### src/rv_exec_cfg.svh
`ifndef RV_EXEC_CFG_SVH
`define RV_EXEC_CFG_SVH

// full register width and the word half used by the *w opcodes
`define RV_XLEN 64
`define RV_WLEN 32

// shift amount widths
`define RV_SHAMT_D 6   // double shifts, b[5:0]
`define RV_SHAMT_W 5   // word shifts, b[4:0]

// restoring divider retires one quotient bit per iteration
`define RV_DIV_STEPS `RV_XLEN

`endif
### src/rv_divider.sv
`timescale 1ns/1ps
`default_nettype none

`include "rv_exec_cfg.svh"

module rv_divider (
    input  logic                clk,
    input  logic                reset,
    input  logic                start,
    input  logic                is_signed,
    input  logic                want_rem,
    input  logic                word,
    input  logic [`RV_XLEN-1:0] dividend,
    input  logic [`RV_XLEN-1:0] divisor,
    output logic                done,
    output logic [`RV_XLEN-1:0] result
);

    typedef enum logic [1:0] {
        D_IDLE,
        D_ITER,
        D_FIX
    } div_state_t;

    div_state_t state;

    logic [$clog2(`RV_DIV_STEPS)-1:0] step_cnt;

    logic [`RV_XLEN-1:0] dvd_ext;
    logic [`RV_XLEN-1:0] dsr_ext;
    logic                dvd_neg;
    logic                dsr_neg;
    logic [`RV_XLEN-1:0] dvd_abs;
    logic [`RV_XLEN-1:0] dsr_abs;

    logic [`RV_XLEN-1:0] quo;     // starts as |dividend|, shifts into quotient
    logic [`RV_XLEN-1:0] rem;     // partial remainder
    logic [`RV_XLEN-1:0] dsr;
    logic                neg_q;
    logic                neg_r;
    logic                rem_sel;
    logic                word_q;

    logic [`RV_XLEN:0]   trial;
    logic [`RV_XLEN-1:0] q_fix;
    logic [`RV_XLEN-1:0] r_fix;
    logic [`RV_XLEN-1:0] pick;

    // word ops divide the low halves, extended per signedness
    always_comb begin
        dvd_ext = dividend;
        dsr_ext = divisor;
        if (word) begin
            dvd_ext = {{(`RV_XLEN-`RV_WLEN){is_signed & dividend[`RV_WLEN-1]}},
                       dividend[`RV_WLEN-1:0]};
            dsr_ext = {{(`RV_XLEN-`RV_WLEN){is_signed & divisor[`RV_WLEN-1]}},
                       divisor[`RV_WLEN-1:0]};
        end
    end

    assign dvd_neg = is_signed & dvd_ext[`RV_XLEN-1];
    assign dsr_neg = is_signed & dsr_ext[`RV_XLEN-1];
    assign dvd_abs = dvd_neg ? -dvd_ext : dvd_ext;
    assign dsr_abs = dsr_neg ? -dsr_ext : dsr_ext;

    // shift in next dividend bit and try the subtract, bit XLEN is the borrow
    assign trial = {rem, quo[`RV_XLEN-1]} - {1'b0, dsr};

    assign q_fix = neg_q ? -quo : quo;
    assign r_fix = neg_r ? -rem : rem;
    assign pick  = rem_sel ? r_fix : q_fix;

    always_ff @(posedge clk) begin
        if (reset) begin
            state    <= D_IDLE;
            done     <= 1'b0;
            step_cnt <= '0;
        end else begin
            done <= 1'b0;
            case (state)
                D_IDLE: begin
                    if (start) begin
                        step_cnt <= '0;
                        state    <= D_ITER;
                    end
                end
                D_ITER: begin
                    step_cnt <= step_cnt + 1'b1;
                    if (step_cnt == ($clog2(`RV_DIV_STEPS))'(`RV_DIV_STEPS - 1))
                        state <= D_FIX;
                end
                D_FIX: begin
                    done  <= 1'b1;
                    state <= D_IDLE;
                end
                default: state <= D_IDLE;
            endcase
        end
    end

    // datapath
    always_ff @(posedge clk) begin
        if (state == D_IDLE && start) begin
            quo     <= dvd_abs;
            rem     <= '0;
            dsr     <= dsr_abs;
            // x/0 keeps the all-ones quotient, so no negate there
            neg_q   <= (dvd_neg ^ dsr_neg) & (|dsr_ext);
            neg_r   <= dvd_neg;                 // remainder follows dividend
            rem_sel <= want_rem;
            word_q  <= word;
        end else if (state == D_ITER) begin
            if (!trial[`RV_XLEN]) begin
                rem <= trial[`RV_XLEN-1:0];
                quo <= {quo[`RV_XLEN-2:0], 1'b1};
            end else begin
                rem <= {rem[`RV_XLEN-2:0], quo[`RV_XLEN-1]};
                quo <= {quo[`RV_XLEN-2:0], 1'b0};
            end
        end
        // min / -1 falls out of the negate, quotient wraps back to the dividend
        if (state == D_FIX) begin
            result <= word_q ? {{(`RV_XLEN-`RV_WLEN){pick[`RV_WLEN-1]}}, pick[`RV_WLEN-1:0]}
                             : pick;
        end
    end

endmodule

`default_nettype wire

### config.mk
export PLATFORM = sky130hd
export DESIGN_NAME = rv_divider
export DESIGN_NICKNAME = d
export VERILOG_FILES = /design/src/rv_divider.sv
export VERILOG_INCLUDE_DIRS = /design/src
export SDC_FILE = /design/constraint.sdc
export NUM_CORES = 1
export LEC_CHECK = 0
export BUFFER_PORTS_ARGS = -buffer_cell sky130_fd_sc_hd__buf_2
export CAP_MARGIN = 10
export CORE_AREA = 2 2 197 218
export DETAILED_ROUTE_END_ITERATION = 8
export DIE_AREA = 0 0 199 220
export PLACE_DENSITY = 0.69
export RECOVER_POWER = 25
export SYNTH_ARGS = -nofsm -noshare
export SYNTH_HDL_FRONTEND = slang
export SYNTH_SLANG_ARGS = --single-unit
### constraint.sdc
create_clock -name clk -period 6.69 [get_ports clk]
set_input_delay 1.338 -clock clk [delete_from_list [all_inputs] [get_ports clk]]
set_output_delay 1.338 -clock clk [all_outputs]
set_load 0.1 [all_outputs]
After elaboration in Yosys (flattened, before gate mapping)
Cells that the tools add are included.
{"block": "op_classes", "mux": 18, "n_eq_ne": 5, "addsub": 6, "bitwise_logic": 6, "reduce_logical": 7}
{"op": "64-bit 2-to-1 mux", "n": 11}
{"op": "64-bit negation", "n": 4}
{"op": "65-bit by 64-bit subtractor with 65-bit output", "n": 1}
{"op": "64-bit OR reduction", "n": 1}
{"op": "6-bit one-hot mux with 2 select lines", "n": 1}
{"op": "6-bit by 1-bit adder with 6-bit output, second input constant", "n": 1}
{"op": "6-bit equality test, second input constant", "n": 1}
{"op": "6-bit 2-to-1 mux", "n": 1}
{"op": "1-bit bitwise AND", "n": 5}
{"op": "2-bit 2-to-1 mux", "n": 2}
{"op": "2-bit != test, second input constant", "n": 2}
{"op": "2-bit one-hot mux with 2 select lines", "n": 1}
{"op": "2-bit AND reduction", "n": 2}
{"op": "2-bit nonzero test", "n": 2}
{"op": "2-bit by 1-bit equality test with 1-bit output, second input constant", "n": 1}
{"op": "2-bit equality test, second input constant", "n": 1}
{"op": "2-bit logical NOT", "n": 1}
{"op": "1-bit 2-to-1 mux", "n": 2}
{"op": "1-bit logical AND", "n": 1}
{"op": "1-bit bitwise XOR", "n": 1}
{"block": "totals", "wordCells": 53, "regBits": 269, "out_inout_bits": 65, "input_bits": 134}

Depth between registers and ports, before layout
{"block": "depth", "word_depth": 5, "mapped_depth": 16, "mapped_depth_nobuf": 14}

Least setup slack after synthesis
OpenSTA, ideal clock, no wires.
{"block": "synth_path", "path_kind": "input port to flip-flop", "from": "input port start", "to": "register step_cnt[3]", "path_slack_ns": 1.506, "n_path_buf": 0, "required_ns": 6.564, "setup_time_ns": 0.126, "path_stages": 7, "arrival_time_ns": 5.058, "cell_sequence": "nand2_1 -> inv_1 -> nor2_1 -> inv_1 -> o21ai_0 -> a22oi_1 -> nor2_1"}
{"block": "synth_between", "elab_chain_cells": 2}
{"item": "start: declaration", "line_no": "rv_divider.sv:9", "text": "input logic start,"}
{"item": "2-bit != test (no source line)"}
{"item": "2-bit AND reduction (no source line)"}
{"item": "end signal: assignment", "line_no": "rv_divider.sv:88", "text": "step_cnt <= step_cnt + 1'b1;"}
{"item": "end: declaration", "line_no": "rv_divider.sv:27", "text": "logic [$clog2(`RV_DIV_STEPS)-1:0] step_cnt;"}
Every way passes these cells.
A chain may end at the register's enable or synchronous reset.

Final worst setup path
{"block": "layout_path", "from": "input port start", "to": "register dsr[57], enable pin"}
{"block": "layout_between", "elab_chain_cells": 1}
{"item": "1-bit logical AND", "line_no": "rv_divider.sv:103", "text": "if (state == D_IDLE && start) begin"}
{"item": "end signal: assignment", "line_no": "rv_divider.sv:106", "text": "dsr <= dsr_abs;"}
{"item": "end: declaration", "line_no": "rv_divider.sv:38", "text": "logic [`RV_XLEN-1:0] dsr;"}
Every way passes these cells.

==> results.md <==
- Status: finished, violations left
- Failing checks: max-capacitance violations, max-slew violations
- Bufs and invs on worst path: 3
- Critical path type: in2reg
- Sequential power share: between 30% and 40%
- Post-synth ARST share: 0%
- Via Count: 18800
- Switching Fraction: 41.9%
- First-pass GRT wire length: between 90000 and 100000 um
- Min-Delay Path Class: reg2reg
- Power Dens Cells: about 340 mW/mm^2
- Finished layout cell area: ~0.023 mm^2
- Clock transition at path regs: 0.06 ns
- Clock Path Buffers: 3
- Drt pass-1 iters: 5
- Synthesized area per cell: between 8 and 9 um^2
- Gate power share: a little under half
- Post-synthesis cell count: between 2000 and 2500
- Post-Route Skew: approximately 0.012 ns
- Routed Antenna Nets: 0
- Cell taking the most area after synthesis: edfxtp_1
- CP required: about 6.8 ns
- Diode count: 0
- DRC violations left: 0
- GRT Util Overall: 27.4%
- Later-pin clock latency in the skew report: about 0.57 ns
- Root buf cell: clkbuf_16
- CTS resizes: 0
- Most frequent cells in the layout: o21ai_0, nand2_1, a21oi_1
- Initial core utilization: between 40% and 50%
- Net Count, Synth: between 2000 and 3000
- Final setup viols: 0
- Die X: ~200 um
- Share of cells above drive strength 1: roughly an eighth
- Post-synthesis register bit count: about 270
- Post-synth EDFFs: roughly 200
- Worst Setup Start Kind: input port
- Unique masters post-synth: 86
- Pleak: ~8.8 nW
- Vias in the first global route: between 15000 and 20000
- Int Pwr: 0.00449 W
- Yosys top cell area share: between 20% and 30%
- Top FF cell, synth: edfxtp_1
- Placed instance area: 0.0218 mm^2
- Cell family with most CP delay: buffers and inverters
- Setup TNS: 0 ns
- PortBufs: 198
- RSZ-0062 raised after global routing: no
- CP max stage delay: ~2.6 ns
- Placer Congestion: about 0.9
- IO Pins: around 200
- Crit. End Element: register
- Max_cap viols: 4
- CP Max Fanout: between 60 and 70
- Clk network pwr share: between 20% and 30%
- Peak Freq: slightly below 200 MHz
- Setup bufs post-CTS: 0
- Ys Warns: 0
- Maximum vdd drop: just under 0.2 mV
- Most common cell after layout, fill and taps aside: o21ai_0
- Final net count: 2769
- Fin crit share: between 70% and 80%
- Hold-fix buffers, CTS: 0
- Largest net degree at the start of global routing: around 120
- Post-layout util: a little over half
- Max_slew headroom: -171%
- Register area share after synthesis: a little over a third
- H-tree Lvls: 1
- CTS buffer count: 31
- Final Max Slew Viols: 280
- CP arrival: around 5.3 ns
- Fin. Hold Viols: 0
- Core area: roughly 0.042 mm^2
- Vias per Instance: approximately 6.0
- Die area: around 0.044 mm^2
- Placement row count: 79
- Mapped Area: a little over 0.02 mm^2
- Ranking of synthesized cells by area: edfxtp_1, o21ai_0, dfxtp_1
- Worst slew pin tran: between 4 and 5 ns
- Sw Pwr: between 0.003 and 0.004 W
- Top cell by count, worst path: clkbuf_1
- Minimum clock period: approximately 5.2 ns
- DIE HEIGHT: between 200 and 250 um
- Final wirelength: 61400 um
- WL per Instance: slightly below 20 um
- CTS tree: yes
- Crit path cell chain: clkbuf_1 -> nand2_1 -> inv_1 -> clkbuf_1
- CP max-delay cell: clkbuf_1
- Clock Sinks: roughly 270
- Initial antenna violation count: 0
- Final HPWL DP: roughly 47000 um
- GRT Residual Overflow: 0
- Area grow syn2layout: 10.6%
- Iter 0 DRT Violations: approximately 1500
## routing by layer
| metal | track usage [%] | wire (um) | share of wire, % | vias to the layer above |
|---|---|---|---|---|
| met5 | 0 | 0 | 0 | - |
| met4 | 10.6 | 2590 | 4.2 | 0 |
| met3 | 2.42 | 2660 | 4.3 | 122 |
| met2 | 49.4 | 31200 | 51 | 545 |
| met1 | 33.6 | 24900 | 41 | 9026 |
| li1 | - | - | - | 9143 |
## worst paths after layout
kind,startpoint,to,slack (ns),cells past startpoint
max,start,dsr[57]$_DFFE_PP_,1.49,4
min,step_cnt[1]$_SDFFE_PP0P_,step_cnt[1]$_SDFFE_PP0P_,0.48,2
max reg2reg,state[0]$_SDFFE_PP0P_,dsr[57]$_DFFE_PP_,1.63,4
min reg2reg,step_cnt[1]$_SDFFE_PP0P_,step_cnt[1]$_SDFFE_PP0P_,0.48,2
## synth_stat cells (51+ instances only)
master and n:
a21oi_1 198, clkbuf_1 114, dfxtp_1 73, edfxtp_1 196, ha_1 69, inv_1 94, nand2_1 282, nor2_1 192
nor3_1 52, o21ai_0 297, o31ai_1 51, xnor2_1 145, xor2_1 137
## worst reg2reg max path, stage by stage, from the launching register on
cell,delay [ns]
dfxtp_1,0.34
nor2_1,0.36
nand2_1,0.52
inv_1,0.69
clkbuf_1,2.57
## registers in the layout, summed over array words and instances (netlist names)
register,flops
result,64
quo,64
rem_sel,1
rem,64
neg_r,1
step_cnt,6
done,1
word_q,1
state,2
neg_q,1
dsr,64
## metrics by stage
stage	hold slack, ns	setup WS (ns)	power (W)	std cells
after global placement	0.460	1.95	0.00602	3099
after global routing	0.513	1.17	0.00823	3156
final	0.483	1.49	0.00773	3156
after detailed placement	0.475	1.78	0.00609	3099
after floorplan	0.447	1.51	0.00512	2455
after CTS	0.482	2.33	0.00772	3156
## cells by family (layout without fill, tap and decap cells)
group	after synthesis	after routing	share of synthesized area (%)
adder cells (fa/ha/maj)	70	70	4.29
XOR/XNOR	282	282	12.0
AND/OR/NAND/NOR	792	792	18.7
flip-flops	269	269	35.7
AO/OA/AOI/OAI	762	762	22.4
multiplexers	48	48	2.34
buffers and inverters	232	366	4.53
## power by group through the flow
stage / clock network [W] / logic [W] / registers, W
2_1_floorplan: 0 / 0.00275 / 0.00237
3_3_place_gp: 0 / 0.00348 / 0.00255
3_5_place_dp: 0 / 0.00353 / 0.00256
4_1_cts: 0.00164 / 0.00356 / 0.00252
5_1_grt: 0.00170 / 0.00397 / 0.00256
6_report: 0.00161 / 0.00359 / 0.00253
## final cells by class
cell class / instances / area (um^2)
sequential: 269 / 7350
inverter: 95 / 357
fill: 3934 / 19100
clock buffer: 44 / 825
timing repair buffer: 214 / 1090
clock inverter: 13 / 116
multi-input combinational: 1954 / 12300
tap: 567 / 709
Note: power is estimated with default switching activity, not from simulation.
