File: src/rv_exec_cfg.svh
`ifndef RV_EXEC_CFG_SVH
`define RV_EXEC_CFG_SVH

// full register width and the word half used by the *w opcodes
`define RV_XLEN 64
`define RV_WLEN 32

// shift amount widths
`define RV_SHAMT_D 6   // double shifts, b[5:0]
`define RV_SHAMT_W 5   // word shifts, b[4:0]

// restoring divider retires one quotient bit per iteration
`define RV_DIV_STEPS `RV_XLEN

`endif
File: src/rv_exec_pkg.sv
`default_nettype none

package rv_exec_pkg;

    // execute opcodes
    // the word flag travels beside the opcode, so addw is OP_ADD with word set
    typedef enum logic [4:0] {
        OP_ADD,
        OP_SUB,
        OP_SLL,
        OP_SLT,
        OP_SLTU,
        OP_XOR,
        OP_SRL,
        OP_SRA,
        OP_OR,
        OP_AND,
        OP_MUL,     // low 64 bits of the product only
        // iterative divider group
        OP_DIV,
        OP_DIVU,
        OP_REM,
        OP_REMU,
        // branch compares, outcome on taken
        OP_BEQ,
        OP_BNE,
        OP_BLT,
        OP_BGE,
        OP_BLTU,
        OP_BGEU
    } alu_op_t;

    // controller FSM
    typedef enum logic [1:0] {
        S_IDLE,     // waiting for req
        S_DIV,      // divider busy
        S_DONE      // ack high, result held until req drops
    } exec_state_t;

endpackage

`default_nettype wire

File: src/rv_exec_ctrl.sv
`timescale 1ns/1ps
`default_nettype none

`include "rv_exec_cfg.svh"

module rv_exec_ctrl (
    input  logic                  clk,
    input  logic                  reset,
    input  logic                  req,
    input  rv_exec_pkg::alu_op_t  op,
    input  logic                  word,
    input  logic [`RV_XLEN-1:0]   src1,
    input  logic [`RV_XLEN-1:0]   src2,
    output logic                  ack,
    output logic [`RV_XLEN-1:0]   result,
    output logic                  taken,
    // ALU side
    output rv_exec_pkg::alu_op_t  alu_op,
    output logic                  alu_word,
    output logic [`RV_XLEN-1:0]   alu_a,
    output logic [`RV_XLEN-1:0]   alu_b,
    input  logic [`RV_XLEN-1:0]   alu_result,
    input  logic                  alu_taken,
    // divider side
    output logic                  div_start,
    output logic                  div_signed,
    output logic                  div_rem,
    output logic                  div_word,
    input  logic                  div_done,
    input  logic [`RV_XLEN-1:0]   div_result
);

    import rv_exec_pkg::*;

    exec_state_t state;

    alu_op_t             op_q;
    logic                word_q;
    logic [`RV_XLEN-1:0] a_q;
    logic [`RV_XLEN-1:0] b_q;

    logic                idle;
    logic                accept;
    logic                op_is_div;
    logic                load_result;
    logic [`RV_XLEN-1:0] pick;
    logic [`RV_XLEN-1:0] pick_ext;

    assign idle   = state == S_IDLE;
    assign accept = idle && req;

    // straight from the request while idle so the ALU result can be taken on
    // the accept edge, from the latch afterwards
    assign alu_op   = idle ? op : op_q;
    assign alu_word = idle ? word : word_q;
    assign alu_a    = idle ? src1 : a_q;
    assign alu_b    = idle ? src2 : b_q;

    assign op_is_div = alu_op inside {OP_DIV, OP_DIVU, OP_REM, OP_REMU};

    // divide decode, valid from the cycle div_start is high
    assign div_signed = (op_q == OP_DIV) || (op_q == OP_REM);
    assign div_rem    = (op_q == OP_REM) || (op_q == OP_REMU);
    assign div_word   = word_q;

    assign load_result = (accept && !op_is_div) || (state == S_DIV && div_done);

    assign pick     = (state == S_DIV) ? div_result : alu_result;
    assign pick_ext = alu_word ? {{(`RV_XLEN-`RV_WLEN){pick[`RV_WLEN-1]}},
                                  pick[`RV_WLEN-1:0]}
                               : pick;

    assign ack = state == S_DONE;

    always_ff @(posedge clk) begin
        if (reset) begin
            state     <= S_IDLE;
            div_start <= 1'b0;
        end else begin
            div_start <= 1'b0;   // one-cycle pulse
            case (state)
                S_IDLE: begin
                    if (req) begin
                        if (op_is_div) begin
                            div_start <= 1'b1;
                            state     <= S_DIV;
                        end else begin
                            state <= S_DONE;
                        end
                    end
                end
                S_DIV: begin
                    if (div_done)
                        state <= S_DONE;
                end
                S_DONE: begin
                    if (!req)
                        state <= S_IDLE;   // held here while requester stalls
                end
                default: state <= S_IDLE;
            endcase
        end
    end

    // request latch and result register
    always_ff @(posedge clk) begin
        if (accept) begin
            op_q   <= op;
            word_q <= word;
            a_q    <= src1;
            b_q    <= src2;
        end
        if (load_result) begin
            result <= pick_ext;
            taken  <= idle ? alu_taken : 1'b0;   // divides never branch
        end
    end

endmodule

`default_nettype wire

File: config.mk
export PLATFORM = sky130hd
export DESIGN_NAME = rv_exec_ctrl
export DESIGN_NICKNAME = d
export VERILOG_FILES = /design/src/rv_exec_pkg.sv /design/src/rv_exec_ctrl.sv
export VERILOG_INCLUDE_DIRS = /design/src
export SDC_FILE = /design/constraint.sdc
export NUM_CORES = 1
export LEC_CHECK = 0
export BUFFER_PORTS_ARGS = -buffer_cell sky130_fd_sc_hd__buf_2
export CORE_AREA = 2 2 183 185
export DETAILED_ROUTE_END_ITERATION = 10
export DIE_AREA = 0 0 185 187
export PLACE_DENSITY = 0.51
export SYNTH_ARGS = -nofsm -noshare
export SYNTH_HDL_FRONTEND = slang
export SYNTH_SLANG_ARGS = --single-unit
export TNS_END_PERCENT = 10
File: constraint.sdc
create_clock -name clk -period 5.4 [get_ports clk]
set_clock_uncertainty 0.05 [all_clocks]
set_input_delay 0.54 -clock clk [delete_from_list [all_inputs] [get_ports clk]]
set_output_delay 0.54 -clock clk [all_outputs]
set_load 0.01 [all_outputs]
==> Word level (Yosys, flattened, before mapping) <==
Index checks and enable logic that the tools add are counted.
{ "totals": {"regBits": 202, "latch_bits": 0, "mem_bits_rw": 0, "romBits": 0, "inputBits": 267, "output_inout_bits": 204, "elab_cells": 45, "memories": 0} }
{ "op_classes": {"add_sub_neg": 0, "n_mul": 0, "n_div": 0, "magnitude_cmp": 0, "eq_ne": 12, "n_shift": 0, "mux": 12, "bitwise": 2, "n_reduce_logical": 11} }
{ "op_table": {"columns": ["operator", "count"], "rows": [
  ["two-way mux 64 bit", 4],
  ["equality test 5 x 4 -> 1 bit (second input constant)", 7],
  ["two-way mux 2 bit", 4],
  ["!= test 2 bit (second input constant)", 3],
  ["one-hot mux 2 bit (3 select lines)", 1],
  ["two-way mux 5 bit", 1],
  ["nonzero test 4 bit", 1],
  ["logical AND 1 bit", 3],
  ["logical OR 1 bit", 3],
  ["AND reduction 3 bit", 1],
  ["OR reduction 3 bit", 1],
  ["equality test 2 x 1 -> 1 bit (second input constant)", 1],
  ["equality test 2 bit (second input constant)", 1],
  ["logical NOT 2 bit", 1],
  ["two-way mux 1 bit", 2],
  ["inverter 1 bit", 2],
  ["logical NOT 1 bit", 1]
]} }

==> Logic depth before layout (Yosys ltp) <==
Gate-level depths: netlist of the first run.
{ "logic_depth": {"ltp_word": 7, "depth_mapped": 7, "mapped_depth_nobuf": 4} }

==> Least setup slack after synthesis of the first run <==
Ideal clock, no wire load.
{ "synth_path": {"path_type": "register -> register", "from": "reg state[0]", "to": "reg result[0] (enable)", "setup_ns": 0.496, "arrival_ns": 4.035, "required_ns": 4.854, "path_slack_ns": 0.819, "path_stages_with_launch": 7, "path_buffers": 2, "synth_period_minus_slack_ns": 4.581, "path_cell_list": "dfxtp_1 -> buf_2 -> or2_1 -> buf_6 -> mux2i_4 -> xnor2_1 -> o21ai_1"} }
{ "synth_between": {"elab_chain_len": 7, "elab_cells_between_ends": 13, "cone_classes": "eq/ne (5); mux (1); reduce/logical (7)"} }
{ "synth_lines": {"columns": ["element", "line_no", "source"], "rows": [
  ["from (decl)", "rv_exec_ctrl.sv:35", "exec_state_t state;"],
  ["from (signal assigned)", "rv_exec_ctrl.sv:77", "state <= S_IDLE;"],
  ["from (signal assigned)", "rv_exec_ctrl.sv:86", "state <= S_DIV;"],
  ["from (signal assigned)", "rv_exec_ctrl.sv:88", "state <= S_DONE;"],
  ["logical NOT 2 bit", "rv_exec_ctrl.sv:49", "assign idle = state == S_IDLE;"],
  ["two-way mux 5 bit", "rv_exec_ctrl.sv:54", "assign alu_op = idle ? op : op_q;"],
  ["equality test 5 x 4 -> 1 bit", "rv_exec_ctrl.sv:59", "assign op_is_div = alu_op inside {OP_DIV, OP_DIVU, OP_REM, OP_REMU};"],
  ["nonzero test 4 bit", "rv_exec_ctrl.sv:59", null],
  ["logical NOT 1 bit", "rv_exec_ctrl.sv:66", "assign load_result = (accept && !op_is_div) || (state == S_DIV && div_done);"],
  ["logical AND 1 bit", "rv_exec_ctrl.sv:66", null],
  ["logical OR 1 bit (*)", "rv_exec_ctrl.sv:66", null],
  ["named net load_result", "rv_exec_ctrl.sv:45", "logic load_result;"],
  ["to (signal assigned)", "rv_exec_ctrl.sv:114", "result <= pick_ext;"],
  ["to (decl)", "rv_exec_ctrl.sv:15", "output logic [`RV_XLEN-1:0] result,"]
]} }
Mark *: on every way through the listed nets, which the timed path passes. The rest lies on a longest branch.
A chain may end at the register's enable or synchronous reset.

==> Final worst setup path of the first run <==
{ "layout_path": {"from": "reg state[1]", "to": "out alu_op[0]"} }
{ "layout_between": {"elab_chain_len": 2} }
{ "layout_lines": {"columns": ["element", "line_no", "source"], "rows": [
  ["logical NOT 2 bit", "rv_exec_ctrl.sv:49", null],
  ["two-way mux 5 bit", "rv_exec_ctrl.sv:54", null],
  ["to (decl)", "rv_exec_ctrl.sv:18", "output rv_exec_pkg::alu_op_t alu_op,"]
]} }
Every way passes these cells.

==> results.cfg, run 1 <==
[layout]
fillCellCount = 3281
layout_commonest_cell = buf_2
layout_common_cells = 470 x buf_2, 199 x edfxtp_1, 164 x mux2_2
drive_gt1_frac = 0.693
utilization = 0.380
final_cells = 1440
syn_to_final_growth_pct = 40.6
final_nets = 1237

[grt]
antenna_found_initial = 3
grt_pass1_wl_um = 37700
grt_pass1_vias = 6258
grtUsageTotal = 0.143
grt_max_degree = 110
grt_overflow = 0

[placed_design]
post-place-ws_ns = 2.43
place_congestion = 0.832
post-place-cells = 1390
dp_hpwl_um = 19400
io_buffers = 470

[run]
maxCapViolCount = 0

[timing]
timing.fmax_mhz = 294
max_slew_margin = 0.437
rsz0062_at_grt = false
period_minus_slack_ns = 3.40
worstMarginPinSlew_ns = 0.845
finalSetupTns_ns = 0
setup_violations = 0
hold_violations = 0
finalCritPeriodShare = 0.629
fin_ws_ns = 2.00
maxSlewViolCount = 0

[pwr]
peakVddDrop_mv = 0.234
total_power_mw = 4.39
p_leak_nw = 5.06
cellPowerDensity_nw_per_um2 = 352

[cts]
cts.reportedPaths.clkPinSlew_ns = 0.06
postCtsSetupBuffers = 0
hold_buffers = 0
post_cts_resized = 0
tritoncts = done
cts_root_buf = clkbuf_16
cts_max_level = 1
cts_made_buffers = 26
cts.sinks = 202
cts_buffer_depth = 3
clk_latency_ns = 0.54

[floorplanning]
fp.dieW_um = 185
fp.coreArea_um2 = 32900
dieArea_um2 = 34600
ioPinCount = 471
die_h_um = 187
rows = 67
initial_core_util = 0.270

[synth]
yosysSeqAreaShare = 0.680
avgSynthCellArea_um2 = 17.8
syn_inst = 498
synth_nets = 765
ys_ff_latch = 202
ys_types = 31
synth_area_um2 = 8870
yosys_warnings = 0

[detailed_routing]
routed.top_layer = met4
routed_wl_um = 26100
wl_met3_um = 1610
drtIter0Drc = 260
routed_via_density = 4.24
wl_met1_um = 10900
dr.pass1.iters = 4
route.detailed.drc = 0
antenna_left = 0
route.met2.wl_um = 13000
vias = 6110
post_drt_wl_per_cell_um = 18.1

[critical_path]
path_class = reg -> out
crit_path_max_incr_delay_ns = 0.57
crit_chain = or2_4 > buf_12 > mux2_2 > buf_2
end_kind = primary output
cpMaxStageDelayCell = or2_4
cp.required_ns = 4.81
start_kind = flop
critical_path_peak_fanout = 98
arrival_ns = 2.81

[status]
outcome = complete, no violations

[worst_hold_path]
min_path_type = in -> reg
==> worst paths after layout <==
| kind | startpoint | to | slack [ns] | cells past startpoint |
|---|---|---|---|---|
| setup / recovery | state[1] | alu_op[0] | 2.00 | 4 |
| hold reg to reg | state[0] | state[1] | 0.74 | 3 |
| setup reg to reg | state[1] | result[56] | 2.47 | 5 |
| hold / removal | src2[61] | b_q[61] | 0.13 | 1 |
==> cell families after synthesis <==
group,share of synthesized area
xor+xnor,0.00395
flops,0.680
compound gates,0.0262
simple gates,0.0113
mux,0.248
buf+inv,0.0300
==> sequential cells by signal, summed over array words and instances, names as in the netlist <==
| name | flops |
|---|---|
| div_word | 1 |
| taken | 1 |
| state | 2 |
| div_start | 1 |
| op_q | 5 |
| result | 64 |
| b_q | 64 |
| a_q | 64 |
==> report_power, final <==
group | leakage [nW] | switching (mW) | internal (mW) | total, mW
registers | 1.94 | 0.0385 | 1.91 | 1.95
logic | 2.70 | 0.399 | 0.332 | 0.731
clock network | 0.416 | 0.673 | 1.04 | 1.71
total | 5.06 | 1.11 | 3.28 | 4.39
==> area by class of cell <==
cell class	count	area, um^2	share of cell area
tap	448	561	0.0449
sequential	202	6040	0.484
clock inverter	11	120	0.00963
multi-input combinational	263	2600	0.208
clock buffer	37	732	0.0587
antenna	2	5.00	0.000401
timing repair buffer	475	2410	0.194
inverter	2	10.0	0.000802
==> metrics by stage <==
step,cell area (um^2),hold slack [ns]
after floorplan,8870,0.555
after global placement,11600,0.679
after detailed placement,11600,0.682
after CTS,12500,0.0867
after global routing,12500,0.0979
final,12500,0.131
==> metal layers <==
layer,up-vias,track usage
met5,-,0
met4,0,0.0403
met3,32,0.0364
met2,203,0.246
met1,2957,0.177
li1,2918,-
==> worst max-delay path: cells and delay by family, from the launching register on <==
family,cells,cell delay (ns)
DFF,1,0.52
muxes,1,0.41
and+or+nand+nor,1,0.57
buffers and inverters,2,0.61
==> Yosys cell counts (all sizes together) <==
library cell | n | area share
or3 | 1 | 0.00071
a21oi | 3 | 0.0017
nor2 | 3 | 0.0013
nor4b | 1 | 0.00099
or2 | 1 | 0.00071
mux2 | 165 | 0.21
nand3b | 1 | 0.00085
edfxtp | 199 | 0.67
a211oi | 2 | 0.0023
xor2 | 3 | 0.0030
xnor2 | 1 | 0.00099
and2 | 1 | 0.00071
nand2 | 3 | 0.0013
clkbuf | 3 | 0.0013
and3 | 2 | 0.0014
nor2b | 4 | 0.0028
buf | 28 | 0.028
a31oi | 1 | 0.00071
o21ai | 35 | 0.020
mux2i | 33 | 0.039
dfxtp | 3 | 0.0068
inv | 2 | 0.00085
a32oi | 1 | 0.00099
o211ai | 1 | 0.00085
nand3 | 1 | 0.00056
(Power assumes the default switching activity.)
==> run 2: changes to the inputs <==
==> constraint.sdc (replaced) <==
create_clock -name clk -period 3.4 [get_ports clk]
set_clock_uncertainty 0.05 [all_clocks]
set_input_delay 0.34 -clock clk [delete_from_list [all_inputs] [get_ports clk]]
set_output_delay 0.34 -clock clk [all_outputs]
set_load 0.01 [all_outputs]
==> results.cfg, run 2 (synthesis results as in run 1) <==
[floorplanning]
rows = 67
ioPinCount = 471
fp.coreArea_um2 = 32900
fp.dieW_um = 185
die_h_um = 187
initial_core_util = 0.270
dieArea_um2 = 34600

[pwr]
p_leak_nw = 5.60
peakVddDrop_mv = 0.308
total_power_mw = 6.74
cellPowerDensity_nw_per_um2 = 490

[cts]
tritoncts = done
clk_latency_ns = 0.51
cts_max_level = 1
cts.reportedPaths.clkPinSlew_ns = 0.06
cts_made_buffers = 25
cts.sinks = 202
post_cts_resized = 0
cts_buffer_depth = 3
cts_root_buf = clkbuf_16
postCtsSetupBuffers = 0

[critical_path]
path_buf_inv = 2
arrival_ns = 2.55
crit_chain = or2_4 > buf_4 > mux2_4 > buf_2
crit_path_start = state[1]
rrSetupSlack_ns = 0.93
end_kind = primary output
timing.rr.start = state[1]
cp.required_ns = 3.01
cpMaxStageDelayCell = dfxtp_1
crit_end = alu_word
cp.depth = 4
critical_path_peak_fanout = 33
start_kind = flop
path_class = reg -> out
r2r_end = result[18]
r2r_cells = 5
critical-path-top-delay-family = buffers and inverters
crit_path_max_incr_delay_ns = 0.53

[layout]
fillCellCount = 3185
multi_input_area_um2 = 2600
layout_common_cells = 470 x buf_2, 199 x edfxtp_1, 164 x mux2_2
diodes = 0
syn_to_final_growth_pct = 54.9
final_nets = 1377
top_regs = a_q (64), b_q (64), result (64)
seqCellArea_um2 = 6040
utilization = 0.418
layout_commonest_cell = buf_2
final_cells = 1574
drive_gt1_frac = 0.608

[detailed_routing]
drtIter0Drc = 299
route.detailed.drc = 0
dr.pass1.iters = 6
vias = 6669
post_drt_wl_per_cell_um = 17.4
antenna_left = 0
routed_via_density = 4.24
routed_wl_um = 27400

[timing]
maxSlewViolCount = 0
finalSetupTns_ns = 0
period_minus_slack_ns = 2.94
worstMarginPinSlew_ns = 0.395
setup_violations = 0
fin_ws_ns = 0.462
timing.fmax_mhz = 340
hold_violations = 0
max_slew_margin = 0.729
finalCritPeriodShare = 0.864
rsz0062_at_grt = false

[placed_design]
post-place-ws_ns = 0.919
io_buffers = 470
dp_hpwl_um = 19500
post-place-cells = 1396
place_congestion = 0.805

[grt]
grt_pass1_wl_um = 39800
antenna_found_initial = 0
grt_overflow = 0
grt_max_degree = 65
grtUsageTotal = 0.149
grt_pass1_vias = 6789

[status]
outcome = complete, no violations

[run]
maxCapViolCount = 0

[worst_hold_path]
min_path_type = in -> reg
==> run 2: metal layers <==
layer	wire length [um]	vias up	global-route usage
li1	-	3187	-
met1	11500	3211	0.185
met4	666	0	0.0372
met5	0	-	0
met2	13600	233	0.264
met3	1580	38	0.0294
==> run 2: repair_timing <==
item                                   CTS  global route
endpoints found under the hold margin  135             0
hold buffers                           135             0
setup endpoints to repair                0             0
==> run 2: metrics by stage <==
step | hold WS, ns | instance area [um^2]
finish | 0.0548 | 13700
global route | 0.0379 | 13700
CTS | 0.0185 | 13700
detailed placement | 0.482 | 11700
global placement | 0.479 | 11700
floorplan | 0.355 | 8880
==> run 2: worst min-delay path by stage <==
stage | startpoint | to | slack [ns] | depth (start not counted)
2_1_floorplan | reset | state[1] | 0.35 | 1
3_3_place_gp | src1[23] | a_q[23] | 0.48 | 1
3_5_place_dp | src2[13] | b_q[13] | 0.48 | 1
4_1_cts | alu_taken | taken | 0.02 | 2
5_1_grt | alu_taken | taken | 0.04 | 2
6_report | alu_taken | taken | 0.05 | 2
==> run 2: where the power goes <==
part / internal, mW / total [mW] / switching (mW)
combinational: 0.643 / 1.31 / 0.670
clock: 1.34 / 2.35 / 1.00
sequential: 3.02 / 3.08 / 0.0594
==> run 2: worst reg2reg max path: stages (launching register included) <==
cell and delay (ns):
dfxtp_1 0.53, or2_4 0.46, mux2i_4 0.35, xnor2_1 0.17, o21ai_4 0.19, buf_12 0.33
==> run 2: layout make-up <==
type | instances | area share
Multi-Input combinational cell | 263 | 0.189
Tap cell | 448 | 0.0408
Clock buffer | 32 | 0.0474
Timing Repair Buffer | 616 | 0.279
Inverter | 2 | 0.000728
Sequential cell | 202 | 0.439
Clock inverter | 11 | 0.00391
==> run 3: changes to the inputs <==
==> constraint.sdc (replaced) <==
create_clock -name clk -period 3.4 [get_ports clk]
set_clock_uncertainty 0.05 [all_clocks]
set_input_delay 0.51 -clock clk [delete_from_list [all_inputs] [get_ports clk]]
set_output_delay 0.51 -clock clk [all_outputs]
set_load 0.01 [all_outputs]
==> results.cfg, run 3 (synthesis results as in run 1) <==
[timing]
maxSlewViolCount = 0
max_slew_margin = 0.629
timing.fmax_mhz = 330
period_minus_slack_ns = 3.03
finalCritPeriodShare = 0.891
setup_violations = 0
fin_ws_ns = 0.372
worstMarginPinSlew_ns = 0.557
hold_violations = 0
rsz0062_at_grt = false

[critical_path]
timing.rr.start = state[1]
crit_path_start = state[1]
cp.required_ns = 2.84
arrival_ns = 2.47
path_class = reg -> out
start_kind = flop
rrSetupSlack_ns = 0.99
critical_path_peak_fanout = 78
end_kind = primary output

[cts]
hold_buffers = 0
post_cts_resized = 0
clk_latency_ns = 0.52
cts_max_level = 1
cts_buffer_depth = 3
cts_root_buf = clkbuf_16
cts.reportedPaths.clkPinSlew_ns = 0.06
postCtsSetupBuffers = 0
cts_made_buffers = 25
cts.sinks = 202
tritoncts = done

[pwr]
peakVddDrop_mv = 0.334
p_leak_nw = 5.05
cellPowerDensity_nw_per_um2 = 534

[worst_hold_path]
hp-start = src1[11]
min_path_type = in -> reg

[floorplanning]
initial_core_util = 0.270
ioPinCount = 471
fp.coreArea_um2 = 32900
rows = 67
fp.dieW_um = 185
dieArea_um2 = 34600
die_h_um = 187

[layout]
layout_common_cells = 470 x buf_2, 199 x edfxtp_1, 164 x mux2_2
utilization = 0.379
finish.instance_area_um2 = 12400
layout_commonest_cell = buf_2
multi_input_area_um2 = 2600
final_nets = 1242
seqCellArea_um2 = 6040
top_regs = a_q (64), b_q (64), result (64)
syn_to_final_growth_pct = 40.2
drive_gt1_frac = 0.691
fillCellCount = 3271

[detailed_routing]
dr.pass1.iters = 4
post_drt_wl_per_cell_um = 17.8
vias = 6199
antenna_left = 0
route.detailed.drc = 0
drtIter0Drc = 324
routed_via_density = 4.30
routed_wl_um = 25600

[placed_design]
io_buffers = 470
place_area_um2 = 11700
place_congestion = 0.787
post-place-ws_ns = 0.904
dp_hpwl_um = 19300

[status]
outcome = complete, no violations

[run]
maxCapViolCount = 0

[grt]
antenna_found_initial = 2
grt_max_degree = 79
grt_pass1_vias = 6179
grt_pass1_wl_um = 36900
grtUsageTotal = 0.139
grt_overflow = 0
## run 3: changes by cell type in the layout (fill, tap and decap cells not counted), sizes merged
cell         before  now
dlygate4sd3     135    0
diode             0    2
clkbuf           32   36
clkinv           10    6
## run 3: critical path, cell delays in order, from the launching register on
cell,delay (ns)
dfxtp_1,0.53
or2_4,0.40
buf_12,0.36
mux2_2,0.40
buf_2,0.14
## run 3: area by class of cell
| cell class | count | share of cell area |
|---|---|---|
| Sequential cell | 202 | 0.485 |
| Inverter | 2 | 0.000804 |
| Clock inverter | 7 | 0.00292 |
| Antenna cell | 2 | 0.000402 |
| Multi-Input combinational cell | 263 | 0.209 |
| Tap cell | 448 | 0.0450 |
| Timing Repair Buffer | 481 | 0.202 |
| Clock buffer | 36 | 0.0552 |
## run 3: routing by layer
metal  vias to the layer above  GRT usage  share of wire  routed length, um
met3                        40     0.0362          0.075               1930
met1                      2989      0.175           0.41              10500
li1                       2928          -              -                  -
met5                         -          0              0                  0
met2                       242      0.230           0.48              12400
met4                         0     0.0476          0.030                769
## run 3: power by group
part           total, mW  switching, mW  internal [mW]
clock network       2.39          0.997           1.39
logic               1.18          0.637          0.544
registers           3.08         0.0568           3.03
total               6.65           1.69           4.96
## run 3: worst paths after layout
check,to,cells past startpoint
worst max-delay path,alu_a[57],4
worst min-delay path,a_q[11],1
worst max register to register,result[63],6
worst min register to register,state[1],3
## run 3: metrics by stage
step                cells  setup TNS, ns  hold slack, ns  power (mW)
floorplan             498         -69.76           0.525        3.78
finish               1441              0           0.121        6.65
global placement     1396              0           0.650        4.33
detailed placement   1396              0           0.652        4.33
global route         1441              0          0.0969        6.94
CTS                  1439              0          0.0922        6.77
